### config.mk
export PLATFORM = sky130hd
export DESIGN_NAME = snn_core
export DESIGN_NICKNAME = d
export VERILOG_FILES = /design/src/source/snn_pkg.sv /design/src/source/tstep_counter.sv /design/src/source/synapse_mem.sv /design/src/source/neuron_array.sv /design/src/source/spike_aer_out.sv /design/src/source/goodness_acc.sv /design/src/source/snn_controller.sv /design/src/source/snn_core.sv
export VERILOG_INCLUDE_DIRS = /design/src /design/src/source
export SDC_FILE = /design/constraint.sdc
export NUM_CORES = 1
export LEC_CHECK = 0
export BUFFER_PORTS_ARGS = -buffer_cell sky130_fd_sc_hd__buf_2
export CORE_MARGIN = 2
export CORE_UTILIZATION = 45
export CTS_BUF_LIST = sky130_fd_sc_hd__clkbuf_8 sky130_fd_sc_hd__clkbuf_16
export CTS_CLUSTER_DIAMETER = 50
export DETAILED_ROUTE_END_ITERATION = 12
export MAX_ROUTING_LAYER = met4
export PLACE_DENSITY = 0.65
export SLEW_MARGIN = 15
export SYNTH_ARGS = -nofsm -noshare
export SYNTH_HDL_FRONTEND = slang
export SYNTH_SLANG_ARGS = --single-unit
### constraint.sdc
create_clock -name CLK -period 16.15 [get_ports CLK]
set_clock_uncertainty 0.2 [all_clocks]
set_input_delay 0.8075 -clock CLK [delete_from_list [all_inputs] [get_ports CLK]]
set_output_delay 0.8075 -clock CLK [all_outputs]
set_load 0.005 [all_outputs]
### src/source/snn_consts.svh
`ifndef SNN_CONSTS_SVH
`define SNN_CONSTS_SVH

// ----------------------------------------
// network size
// ----------------------------------------
`define SNN_N_PRE       16   // pre-synaptic inputs, one synapse row each
`define SNN_N_POST      8    // neurons updated in parallel
`define SNN_TIME_STEPS  4    // markers per sample

// ----------------------------------------
// datapath widths
// ----------------------------------------
`define SNN_W_WIDTH     8    // signed weight
`define SNN_MEM_WIDTH   12   // signed membrane, saturating
`define SNN_CNT_WIDTH   3    // spike count per neuron
`define SNN_GOOD_WIDTH  16   // sum of squared counts

// firing level, compared with >=
`define SNN_THRESHOLD   64

// ----------------------------------------
// AER word layout
// ----------------------------------------
// bit 7 set -> time-step marker
// bits 3:0  -> pre index, bits 6:4 unused
`define SNN_AER_WIDTH   8

`endif

### src/source/snn_pkg.sv
`include "snn_consts.svh"

package snn_pkg;

    // one synapse, signed
    typedef logic signed [`SNN_W_WIDTH-1:0] weight_t;

    // one row = one weight per neuron, neuron 0 in the low byte
    typedef weight_t [`SNN_N_POST-1:0] syn_row_t;

    typedef logic signed [`SNN_MEM_WIDTH-1:0] membrane_t;
    typedef logic [`SNN_CNT_WIDTH-1:0]        spike_cnt_t;
    typedef logic [`SNN_GOOD_WIDTH-1:0]       goodness_t;

    typedef logic [$clog2(`SNN_N_PRE)-1:0]    pre_idx_t;   // synapse row select
    typedef logic [$clog2(`SNN_N_POST)-1:0]   post_idx_t;  // neuron index
    typedef logic [`SNN_AER_WIDTH-1:0]        aer_addr_t;

    // controller FSM
    typedef enum logic [2:0] {
        st_idle,
        st_read,          // synapse row fetch
        st_integrate,     // add row into membranes
        st_fire,          // threshold compare
        st_drain,         // output spikes in flight
        st_goodness,      // end of sample sum
        st_wait_release   // ack held until req drops
    } ctrl_state_t;

endpackage

### src/source/tstep_counter.sv
`timescale 1ns/1ps
`include "snn_consts.svh"

module tstep_counter (
    input  logic CLK,
    input  logic rst,
    input  logic step_adv,   // one pulse per finished marker
    output logic last_step   // current step closes the sample
);

    localparam int CW = $clog2(`SNN_TIME_STEPS);

    logic [CW-1:0] step_cnt;

    assign last_step = (step_cnt == CW'(`SNN_TIME_STEPS - 1));

    always_ff @(posedge CLK) begin
        if (rst) begin
            step_cnt <= '0;
        end else if (step_adv) begin
            if (last_step) begin
                step_cnt <= '0;                // new sample
            end else begin
                step_cnt <= step_cnt + 1'b1;
            end
        end
    end

endmodule

### src/source/synapse_mem.sv
`timescale 1ns/1ps
`include "snn_consts.svh"

module synapse_mem (
    input  logic               CLK,
    // program port, between samples only
    input  logic               prog_we,
    input  snn_pkg::pre_idx_t  prog_addr,
    input  snn_pkg::syn_row_t  prog_data,
    // event read
    input  logic               syn_rd_en,
    input  snn_pkg::pre_idx_t  syn_rd_addr,
    output snn_pkg::syn_row_t  syn_row
);

    // one row per pre-synaptic input
    snn_pkg::syn_row_t rows [`SNN_N_PRE];

    // ----------------------------------------
    // write side
    // ----------------------------------------
    always_ff @(posedge CLK) begin
        if (prog_we) begin
            rows[prog_addr] <= prog_data;   // visible to reads next cycle
        end
    end

    // ----------------------------------------
    // read side, registered
    // ----------------------------------------
    always_ff @(posedge CLK) begin
        if (syn_rd_en) begin
            syn_row <= rows[syn_rd_addr];   // held until the next read
        end
    end

endmodule

### src/source/neuron_array.sv
`timescale 1ns/1ps
`include "snn_consts.svh"

module neuron_array (
    input  logic                                     CLK,
    input  logic                                     rst,
    input  snn_pkg::syn_row_t                        syn_row,
    input  logic                                     integ_en,
    input  logic                                     fire_en,
    input  logic                                     sample_clear,
    output logic [`SNN_N_POST-1:0]                   fired,
    output snn_pkg::spike_cnt_t [`SNN_N_POST-1:0]    spike_counts
);

    localparam int MW = `SNN_MEM_WIDTH;
    localparam snn_pkg::membrane_t MEM_MAX = {1'b0, {(MW-1){1'b1}}};
    localparam snn_pkg::membrane_t MEM_MIN = {1'b1, {(MW-1){1'b0}}};
    localparam snn_pkg::membrane_t THRESH  = MW'(`SNN_THRESHOLD);
    localparam snn_pkg::spike_cnt_t CNT_MAX = '1;

    snn_pkg::membrane_t      membrane [`SNN_N_POST];
    snn_pkg::membrane_t      sat_sum  [`SNN_N_POST];
    logic signed [MW:0]      sum_ext  [`SNN_N_POST];   // one guard bit

    // ----------------------------------------
    // saturating add, all neurons at once
    // ----------------------------------------
    always_comb begin
        for (int i = 0; i < `SNN_N_POST; i++) begin
            sum_ext[i] = $signed(membrane[i]) + $signed(syn_row[i]);  // both sign-extend
            if (sum_ext[i][MW] != sum_ext[i][MW-1]) begin
                sat_sum[i] = sum_ext[i][MW] ? MEM_MIN : MEM_MAX;      // overflow, clamp
            end else begin
                sat_sum[i] = sum_ext[i][MW-1:0];
            end
        end
    end

    // ----------------------------------------
    // membrane, fire and count state
    // ----------------------------------------
    always_ff @(posedge CLK) begin
        if (rst || sample_clear) begin
            for (int i = 0; i < `SNN_N_POST; i++) begin
                membrane[i]     <= '0;
                spike_counts[i] <= '0;
            end
            fired <= '0;
        end else if (integ_en) begin
            for (int i = 0; i < `SNN_N_POST; i++) begin
                membrane[i] <= sat_sum[i];
            end
        end else if (fire_en) begin
            for (int i = 0; i < `SNN_N_POST; i++) begin
                fired[i] <= (membrane[i] >= THRESH);   // signed, negatives never fire
                if (membrane[i] >= THRESH) begin
                    membrane[i] <= '0;                 // reset on fire, no leak otherwise
                    if (spike_counts[i] != CNT_MAX) begin
                        spike_counts[i] <= spike_counts[i] + 1'b1;
                    end
                end
            end
        end
    end

endmodule

### src/source/spike_aer_out.sv
`timescale 1ns/1ps
`include "snn_consts.svh"

module spike_aer_out (
    input  logic                    CLK,
    input  logic                    rst,
    input  logic                    out_start,   // fired vector valid
    input  logic [`SNN_N_POST-1:0]  fired,
    output logic                    out_busy,
    output snn_pkg::aer_addr_t      aerout_addr,
    output logic                    aerout_req,
    input  logic                    aerout_ack
);

    logic [`SNN_N_POST-1:0] pending;    // spikes still to send
    logic                   wait_low;   // req dropped, ack not yet
    logic                   launch;
    snn_pkg::post_idx_t     next_idx;

    // lowest set bit first -> ascending order
    always_comb begin
        next_idx = '0;
        for (int i = `SNN_N_POST - 1; i >= 0; i--) begin
            if (pending[i]) begin
                next_idx = snn_pkg::post_idx_t'(i);
            end
        end
    end

    assign launch = !out_start && !aerout_req && !wait_low && (|pending);

    // ----------------------------------------
    // four-phase sender
    // ----------------------------------------
    always_ff @(posedge CLK) begin
        if (rst) begin
            pending    <= '0;
            aerout_req <= 1'b0;
            wait_low   <= 1'b0;
            out_busy   <= 1'b0;
        end else if (out_start) begin
            pending  <= fired;
            out_busy <= 1'b1;                  // drops next cycle if empty
        end else if (aerout_req) begin
            if (aerout_ack) begin
                aerout_req <= 1'b0;
                wait_low   <= 1'b1;
            end
        end else if (wait_low) begin
            if (!aerout_ack) begin
                wait_low <= 1'b0;              // receiver released
            end
        end else if (launch) begin
            aerout_req        <= 1'b1;
            pending[next_idx] <= 1'b0;
        end else begin
            out_busy <= 1'b0;                  // nothing left this step
        end
    end

    // address only moves at launch
    always_ff @(posedge CLK) begin
        if (launch) begin
            aerout_addr <= snn_pkg::aer_addr_t'(next_idx);
        end
    end

endmodule

### src/source/goodness_acc.sv
`timescale 1ns/1ps
`include "snn_consts.svh"

module goodness_acc (
    input  logic                                     CLK,
    input  logic                                     rst,
    input  logic                                     good_start,
    input  snn_pkg::spike_cnt_t [`SNN_N_POST-1:0]    spike_counts,
    output logic                                     good_done,
    output snn_pkg::goodness_t                       goodness
);

    logic                          active;
    snn_pkg::post_idx_t            idx;      // neuron being squared
    snn_pkg::goodness_t            acc;
    logic [2*`SNN_CNT_WIDTH-1:0]   sq;

    assign sq = spike_counts[idx] * spike_counts[idx];

    // ----------------------------------------
    // one neuron per cycle
    // ----------------------------------------
    always_ff @(posedge CLK) begin
        if (rst) begin
            active    <= 1'b0;
            good_done <= 1'b0;
            goodness  <= '0;
        end else begin
            good_done <= 1'b0;
            if (good_start) begin
                active <= 1'b1;
                idx    <= '0;
                acc    <= '0;
            end else if (active) begin
                acc <= acc + snn_pkg::goodness_t'(sq);
                idx <= idx + 1'b1;
                if (idx == snn_pkg::post_idx_t'(`SNN_N_POST - 1)) begin
                    active    <= 1'b0;
                    goodness  <= acc + snn_pkg::goodness_t'(sq);  // held till next sample
                    good_done <= 1'b1;
                end
            end
        end
    end

endmodule

### src/source/snn_controller.sv
`timescale 1ns/1ps
`include "snn_consts.svh"

module snn_controller (
    input  logic                CLK,
    input  logic                rst,
    // input AER link
    input  snn_pkg::aer_addr_t  aerin_addr,
    input  logic                aerin_req,
    output logic                aerin_ack,
    // synapse read
    output logic                syn_rd_en,
    output snn_pkg::pre_idx_t   syn_rd_addr,
    // neuron strobes
    output logic                integ_en,
    output logic                fire_en,
    // time step
    output logic                step_adv,
    input  logic                last_step,
    // output spikes
    output logic                out_start,
    input  logic                out_busy,
    // goodness
    output logic                good_start,
    input  logic                good_done,
    output logic                sample_clear,
    output logic                sample_done
);

    localparam int PW = $clog2(`SNN_N_PRE);

    snn_pkg::ctrl_state_t state;
    logic                 is_marker;
    logic                 drain_done;

    assign is_marker   = aerin_addr[`SNN_AER_WIDTH-1];
    assign syn_rd_addr = aerin_addr[PW-1:0];       // addr stable while req high

    // ----------------------------------------
    // state decoded strobes
    // ----------------------------------------
    assign syn_rd_en    = (state == snn_pkg::st_read);
    assign integ_en     = (state == snn_pkg::st_integrate);
    assign fire_en      = (state == snn_pkg::st_fire);
    assign aerin_ack    = (state == snn_pkg::st_wait_release);
    assign sample_done  = (state == snn_pkg::st_goodness) && good_done;
    assign sample_clear = sample_done;             // clear right after goodness latched

    // out_start still high means the sender has not latched yet
    assign drain_done = !out_start && !out_busy;

    always_ff @(posedge CLK) begin
        if (rst) begin
            state      <= snn_pkg::st_idle;
            out_start  <= 1'b0;
            step_adv   <= 1'b0;
            good_start <= 1'b0;
        end else begin
            out_start  <= 1'b0;   // single-cycle pulses
            step_adv   <= 1'b0;
            good_start <= 1'b0;
            case (state)
                snn_pkg::st_idle: begin
                    if (aerin_req) begin
                        state <= is_marker ? snn_pkg::st_fire : snn_pkg::st_read;
                    end
                end
                snn_pkg::st_read: begin
                    state <= snn_pkg::st_integrate;   // row arrives now
                end
                snn_pkg::st_integrate: begin
                    state <= snn_pkg::st_wait_release;
                end
                snn_pkg::st_fire: begin
                    out_start <= 1'b1;                // fired vector ready next cycle
                    state     <= snn_pkg::st_drain;
                end
                snn_pkg::st_drain: begin
                    if (drain_done) begin
                        step_adv <= 1'b1;
                        if (last_step) begin
                            good_start <= 1'b1;
                            state      <= snn_pkg::st_goodness;
                        end else begin
                            state <= snn_pkg::st_wait_release;
                        end
                    end
                end
                snn_pkg::st_goodness: begin
                    if (good_done) begin
                        state <= snn_pkg::st_wait_release;
                    end
                end
                snn_pkg::st_wait_release: begin
                    if (!aerin_req) begin
                        state <= snn_pkg::st_idle;    // ack low next cycle
                    end
                end
                default: begin
                    state <= snn_pkg::st_idle;
                end
            endcase
        end
    end

endmodule

### src/source/snn_core.sv
`timescale 1ns/1ps
`include "snn_consts.svh"

module snn_core (
    input  logic                CLK,
    input  logic                rst,
    // input AER link
    input  snn_pkg::aer_addr_t  aerin_addr,
    input  logic                aerin_req,
    output logic                aerin_ack,
    // output AER link
    output snn_pkg::aer_addr_t  aerout_addr,
    output logic                aerout_req,
    input  logic                aerout_ack,
    // weight program port
    input  logic                prog_we,
    input  snn_pkg::pre_idx_t   prog_addr,
    input  snn_pkg::syn_row_t   prog_data,
    // per-sample result
    output logic                sample_done,
    output snn_pkg::goodness_t  goodness
);

    // ----------------------------------------
    // internal wires
    // ----------------------------------------
    logic                                   syn_rd_en;
    snn_pkg::pre_idx_t                      syn_rd_addr;
    snn_pkg::syn_row_t                      syn_row;
    logic                                   integ_en;
    logic                                   fire_en;
    logic                                   step_adv;
    logic                                   last_step;
    logic                                   out_start;
    logic                                   out_busy;
    logic                                   good_start;
    logic                                   good_done;
    logic                                   sample_clear;
    logic [`SNN_N_POST-1:0]                 fired;
    snn_pkg::spike_cnt_t [`SNN_N_POST-1:0]  spike_counts;

    snn_controller u_ctrl (
        .CLK          (CLK),
        .rst          (rst),
        .aerin_addr   (aerin_addr),
        .aerin_req    (aerin_req),
        .aerin_ack    (aerin_ack),
        .syn_rd_en    (syn_rd_en),
        .syn_rd_addr  (syn_rd_addr),
        .integ_en     (integ_en),
        .fire_en      (fire_en),
        .step_adv     (step_adv),
        .last_step    (last_step),
        .out_start    (out_start),
        .out_busy     (out_busy),
        .good_start   (good_start),
        .good_done    (good_done),
        .sample_clear (sample_clear),
        .sample_done  (sample_done)
    );

    tstep_counter u_tstep (
        .CLK       (CLK),
        .rst       (rst),
        .step_adv  (step_adv),
        .last_step (last_step)
    );

    synapse_mem u_syn (
        .CLK         (CLK),
        .prog_we     (prog_we),
        .prog_addr   (prog_addr),
        .prog_data   (prog_data),
        .syn_rd_en   (syn_rd_en),
        .syn_rd_addr (syn_rd_addr),
        .syn_row     (syn_row)
    );

    neuron_array u_neur (
        .CLK          (CLK),
        .rst          (rst),
        .syn_row      (syn_row),
        .integ_en     (integ_en),
        .fire_en      (fire_en),
        .sample_clear (sample_clear),
        .fired        (fired),
        .spike_counts (spike_counts)
    );

    spike_aer_out u_aerout (
        .CLK         (CLK),
        .rst         (rst),
        .out_start   (out_start),
        .fired       (fired),
        .out_busy    (out_busy),
        .aerout_addr (aerout_addr),
        .aerout_req  (aerout_req),
        .aerout_ack  (aerout_ack)
    );

    goodness_acc u_good (
        .CLK          (CLK),
        .rst          (rst),
        .good_start   (good_start),
        .spike_counts (spike_counts),
        .good_done    (good_done),
        .goodness     (goodness)
    );

endmodule

==> flow_summary.yaml, run 1 <==
critical_path:
  crit_type: "input port to flop"
  r2r-end: "u_good.acc[10]"
  worst_setup_path_end_kind: "flop"
  worstPathRequired_ps: 16420
  worstSetupEndpoint: "u_syn.syn_row[37]"
  worst-path-buf-inv: 4
  cp_slowest_cell: "buf_4"
  cpLargestDelayFamily: "buffers and inverters"
  r2r-start: "u_good.idx[0]"
  start_kind: "input port"
  path_cells: "buf_8 > buf_4 > buf_4 > buf_4 > mux4_2 > mux4_2"
  critPathArrivalTime_ps: 5130
  slowest_delay_ps: 900
  reg2reg_slack_ps: 12070
  reg2reg_depth: 13
  startpoint: "aerin_addr[0]"
  cp.depth: 6
  critPathMostFrequentCell: "buf_4"
  critPathMaxFanout: 73
pwr:
  power_mw: 8.665
  seq_power_share: 0.460
  switching_power_mw: 2.396
  power_frac_comb: 0.194
  switching_share: 0.2765
  ir_drop_v: 0.0001072
  p_int_mw: 6.269
  leakagePower_nw: 20.07
  p_per_area_nw_per_um2: 145.3
  clockPowerShare: 0.346
clock_network:
  cts_tree: "built"
  cts_sinks: 1275
  ctsHoldBuffers: 0
  cts_setup_buffers: 0
  numCtsBuffers: 139
  clock_path_buffers: 3
  path_clk_slew_ps: 60
  clockRootBuffer: "clkbuf_16"
  cts_resized: 0
  clock_latency_ps: 740
  htreeDepth: 4
global_route:
  grt_pass1_vias: 28950
  track_usage: 0.1990
  antenna_found_initial: 21
  grt_max_degree: 74
  grt-ovfl-total: 0
  grt_pass1_wl_um: 175000
yosys:
  synth_top_cell_by_area: "edfxtp_1"
  yosys-top-cells-area: "edfxtp_1 (66%), mux4_2 (14%), dfxtp_1 (4.4%), ha_1 (2.9%), nor2_1 (1.3%)"
  yosysWarnings: 0
  synth_ff_type: "edfxtp_1"
  yosys-top-cells-count: "edfxtp_1 (1158), mux4_2 (326), nor2_1 (181)"
  yosys.cell_types.count: 84
  ys_ff_latch: 1275
  async_flop_share: 0
  synth_top_area_frac: 0.6586
  synth_edf_count: 1158
  synth.most_common_cell: "edfxtp_1"
  netlist_area_um2: 52800
  syn_inst: 2841
  synth.avg_cell_area_um2: 18.59
  ys_seq_area_frac: 0.7029
routing:
  drt_iter0_markers: 2314
  antenna_left: 0
  num_vias: 27470
  routed_wl_um: 115700
  drc: 0
  wl_per_cell_um: 24.77
  drt_pre_antenna_iters: 5
  vias_per_cell: 5.882
place:
  placed_cells: 4401
  io_buffers: 99
  dp_worst_setup_slack_ps: 10300
  dpl.hpwl_um: 63010
  gp_congestion: 0.8702
sta:
  finalHoldViolCount: 0
  grt_setup_unrepaired: "false"
  setup_ws_ps: 11290
  setup_viol: 0
  post-route-period-util: 0.3010
  slew_headroom: 0.2024
  maxSlewViolCount: 0
  holdWs_ps: 174.3
  worst_slew_pin_slew_ps: 1184
  setup_tns_ps: 0
  fmax_mhz: 205.7
  fin_crit_ps: 4862
cells_and_area:
  synthToLayoutAreaGrowth_pct: 12.97
  nNetsFinal: 3232
  n_fill_cell: 9193
  final_cell_count_no_fill: 4670
  drive_gt1_frac: 0.2346
floorplan:
  ios: 108
  dieArea_um2: 120100
  die-height_um: 346.5
  num_rows: 125
  die_w_um: 346.5
  initial_core_util: 0.4538
  coreArea_um2: 116400
outcome:
  outcome: "completed"
worst_hold_path:
  hp-class: "input port to flop"
flow_run:
  drv_cap: 0
metrics by stage:
stage | cell area [um^2] | utilization
finish | 59650 | 0.5126
global route | 59650 | 0.5126
CTS | 59580 | 0.5120
detailed placement | 55200 | 0.4744
global placement | 55200 | 0.4744
floorplan | 52820 | -
worst min-delay path by stage:
stage / cells past startpoint / slack [ps] / from / end
2_1_floorplan: 2 / 230 / u_neur.fired[7] / u_aerout.pending[7]
3_3_place_gp: 2 / 240 / u_good.goodness[0] / u_good.goodness[0]
3_5_place_dp: 2 / 250 / u_neur.fired[7] / u_neur.fired[7]
4_1_cts: 3 / 120 / aerout_ack / u_aerout.wait_low
5_1_grt: 3 / 160 / aerout_ack / u_aerout.wait_low
6_report: 3 / 170 / aerout_ack / u_aerout.wait_low
worst reg2reg max path, stage by stage (launching register included):
cell and delay (ps):
edfxtp_1 620, mux4_2 580, mux2i_1 370, nor2_1 90
ha_1 190, o21bai_1 160, ha_1 350, a31oi_1 270
o21bai_1 100, a21oi_1 280, nor2_1 120, and3_1 210
xnor2_1 190, nor2_1 70
kinds of logic (layout without fill, tap and decap cells):
| group | count (synthesis) | count (layout) | synth area share |
|---|---|---|---|
| adder cells (fa/ha/maj) | 138 | 138 | 0.03365 |
| AND/OR/NAND/NOR | 422 | 422 | 0.03825 |
| flip-flops | 1275 | 1275 | 0.7029 |
| XOR/XNOR | 75 | 75 | 0.01258 |
| other | 1 | 18 | 0.00007102 |
| buffers and inverters | 159 | 447 | 0.01341 |
| AO/OA/AOI/OAI | 418 | 418 | 0.05495 |
| multiplexers | 353 | 353 | 0.1442 |
layer usage:
| layer | wire length [um] | track usage | vias to the layer above |
|---|---|---|---|
| li1 | - | - | 12020 |
| met1 | 48510 | 0.2557 | 14390 |
| met2 | 57860 | 0.3267 | 866 |
| met3 | 6827 | 0.03325 | 198 |
| met4 | 2469 | 0.06069 | 0 |
| met5 | 0 | - | - |
cells in the final DEF (no fill, tap or decap), drive strengths merged, types with 8 or more instances in the layout:
cell,count
a211oi,59
a21boi,9
a21o,48
a21oi,88
a31oi,9
and2,9
buf,152
clkbuf,144
clkinv,55
clkinvlp,8
dfxtp,117
diode,13
edfxtp,1158
fa,8
ha,124
inv,82
mux2i,27
mux4,326
nand2,69
nand2b,17
nand3,30
nor2,181
nor2b,27
nor3,26
nor4,10
o21a,20
o21ai,80
o21bai,15
o31ai,14
or4,8
xnor2,52
xor2,23
sequential cells by signal (all words and copies together) (netlist names), 2 cells and up:
name and cells:
u_good.acc 16, u_neur.spike_counts 24, u_tstep.step_cnt 2, u_syn.syn_row 64, u_ctrl.state 3, u_good.goodness 16
u_neur.membrane 96, u_neur.fired 8, u_aerout.pending 8, u_aerout.aerout_addr 3, u_good.idx 3, u_syn.rows 1024
power by group through the flow:
| stage | combinational [mW] | clock (mW) | sequential (mW) |
|---|---|---|---|
| 3_3_place_gp | 1.57 | 0 | 4.03 |
| 3_5_place_dp | 1.66 | 0 | 4.05 |
| 2_1_floorplan | 1.29 | 0 | 4.00 |
| 4_1_cts | 1.67 | 3.07 | 3.98 |
| 5_1_grt | 1.85 | 3.19 | 4.00 |
| 6_report | 1.68 | 3.00 | 3.99 |
final cells by class:
| class | count | area [um^2] | area share |
|---|---|---|---|
| sequential | 1275 | 37120 | 0.6222 |
| clock inverter | 111 | 803.3 | 0.01347 |
| timing repair buffer | 152 | 938.4 | 0.01573 |
| clock buffer | 144 | 3581 | 0.06003 |
| antenna | 13 | 32.53 | 0.0005454 |
| multi-input combinational | 1411 | 15120 | 0.2535 |
| inverter | 40 | 150.1 | 0.002517 |
| tap | 1524 | 1907 | 0.03197 |
No activity file was read; power rests on OpenSTA's default activity.
==> inputs of run 2 (changes only) <==
Settings changed: PLACE_DENSITY 0.65 to 0.68.
Clock period 16.15 ns to 4.3 ns, I/O delays scaled along.
==> flow_summary.yaml, run 2 (synthesis gave the netlist of run 1 again) <==
outcome:
  outcome: "completed"
global_route:
  grt_max_degree: 74
  grt_pass1_wl_um: 175300
  antenna_found_initial: 7
  track_usage: 0.1978
  grt-ovfl-total: 0
  grt_pass1_vias: 28930
sta:
  worst_slew_pin_slew_ps: 1119
  finalHoldViolCount: 0
  setup_tns_ps: 0
  slew_headroom: 0.2474
  fmax_mhz: 259.4
  fin_crit_ps: 3855
  holdWs_ps: 71.89
  setup_ws_ps: 444.7
  setup_viol: 0
  post-route-period-util: 0.8966
  maxSlewViolCount: 0
  grt_setup_unrepaired: "false"
cells_and_area:
  largest-register: "u_syn.rows"
  largestRegisters: "u_syn.rows (1024), u_neur.membrane (96), u_syn.syn_row (64)"
  largest_reg_flops: 1024
  synthToLayoutAreaGrowth_pct: 15.66
  mostFrequentLayoutCells: "edfxtp_1 (1158), mux4_2 (326), nor2_1 (168), clkbuf_16 (140), ha_1 (124)"
  nNetsFinal: 3326
  final_common_cell: "edfxtp_1"
  drive_gt1_frac: 0.2388
clock_network:
  cts_resized: 0
  clock_latency_ps: 740
  path_clk_slew_ps: 60
  clock_path_buffers: 3
  clockRootBuffer: "clkbuf_16"
  numCtsBuffers: 138
  cts_tree: "built"
  htreeDepth: 4
  cts_sinks: 1275
floorplan:
  num_rows: 125
  initial_core_util: 0.4538
  dieArea_um2: 120100
  coreArea_um2: 116400
  ios: 108
  die_w_um: 346.5
  die-height_um: 346.5
critical_path:
  critPathMostFrequentCell: "nor2_1"
  start_kind: "flop"
  crit_type: "flop to flop"
  path_cells: "buf_12 > mux4_2 > mux2i_1 > nor2_1 > ha_1 > o21bai_1 > ha_1 > a31oi_1 > o21bai_1 > a21oi_1 > nor2_1 > and3_1 > xnor2_1 > nor2_1"
  reg2reg_slack_ps: 440
  worst-path-buf-inv: 1
  cpLargestDelayFamily: "compound AO/OA/AOI/OAI gates"
  critPathArrivalTime_ps: 4110
  cp_slowest_cell: "mux4_2"
  worstPathRequired_ps: 4550
  worst_setup_path_end_kind: "flop"
  critPathMaxFanout: 8
  slowest_delay_ps: 500
worst_hold_path:
  hp-class: "input port to flop"
pwr:
  leakagePower_nw: 20.66
  power_mw: 33.00
  switching_power_mw: 9.064
  seq_power_share: 0.452
  clockPowerShare: 0.354
  p_int_mw: 23.94
  switching_share: 0.2746
  ir_drop_v: 0.0004077
  power_frac_comb: 0.194
  p_per_area_nw_per_um2: 540.4
routing:
  drt_pre_antenna_iters: 5
  drt_iter0_markers: 2410
  num_vias: 27740
  wl_per_cell_um: 24.09
  vias_per_cell: 5.833
  routed_wl_um: 114500
  antenna_left: 0
  drc: 0
place:
  io_buffers: 99
  gp_congestion: 0.8552
  dp_worst_setup_slack_ps: 293.0
  dpl.hpwl_um: 65040
flow_run:
  drv_cap: 0
## run 2: stage by stage
stage | instance area (um^2) | util | std cells
6_report | 61070 | 0.5248 | 4755
5_1_grt | 61070 | 0.5248 | 4754
4_1_cts | 61030 | 0.5245 | 4747
3_5_place_dp | 55730 | 0.4790 | 4425
3_3_place_gp | 55730 | 0.4789 | 4425
2_1_floorplan | 52840 | - | 2845
## run 2: tightest hold or removal path, cell delays in order
cell and delay (ps):
buf_4 120, buf_12 230, mux4_2 310
## run 2: worst paths after layout
path	startpoint	to	cells after the start
setup / recovery	u_good.idx[0]	u_good.acc[10]	14
hold reg to reg	u_neur.fired[4]	u_neur.fired[4]	2
hold / removal	aerin_addr[3]	u_syn.syn_row[52]	3
setup reg to reg	u_good.idx[0]	u_good.acc[10]	14
## run 2: power groups by stage
| stage | Combinational, mW | Sequential (mW) | Clock (mW) |
|---|---|---|---|
| after floorplan | 4.86 | 15.0 | 0 |
| after global placement | 5.96 | 15.1 | 0 |
| after detailed placement | 6.26 | 15.2 | 0 |
| after CTS | 6.37 | 14.9 | 11.9 |
| after global routing | 7.09 | 15.0 | 12.4 |
| final | 6.39 | 14.9 | 11.7 |
## run 2: area by class of cell
| class | instances | area [um^2] |
|---|---|---|
| diodes | 7 | 17.52 |
| clock buffers | 146 | 3586 |
| clock inverters | 105 | 1005 |
| fillers | 8974 | 55290 |
| inverters | 40 | 150.1 |
| multi-input cells | 1411 | 15140 |
| flip-flops and latches | 1275 | 37120 |
| well taps | 1524 | 1907 |
| repair buffers | 247 | 2147 |
## run 2: timing repair
action | 4_1_cts | 5_1_grt
buffers inserted | 0 | 1
setup endpoints to repair | 0 | 2
hold endpoints to repair | 1061 | 0
hold buffers | 71 | 0
## run 2: layer usage
metal	up-vias	GRT usage	wire length, um
li1	12180	-	-
met1	14460	0.2571	47670
met2	892	0.3269	58130
met3	199	0.03158	6531
met4	0	0.05058	2201
met5	-	-	0
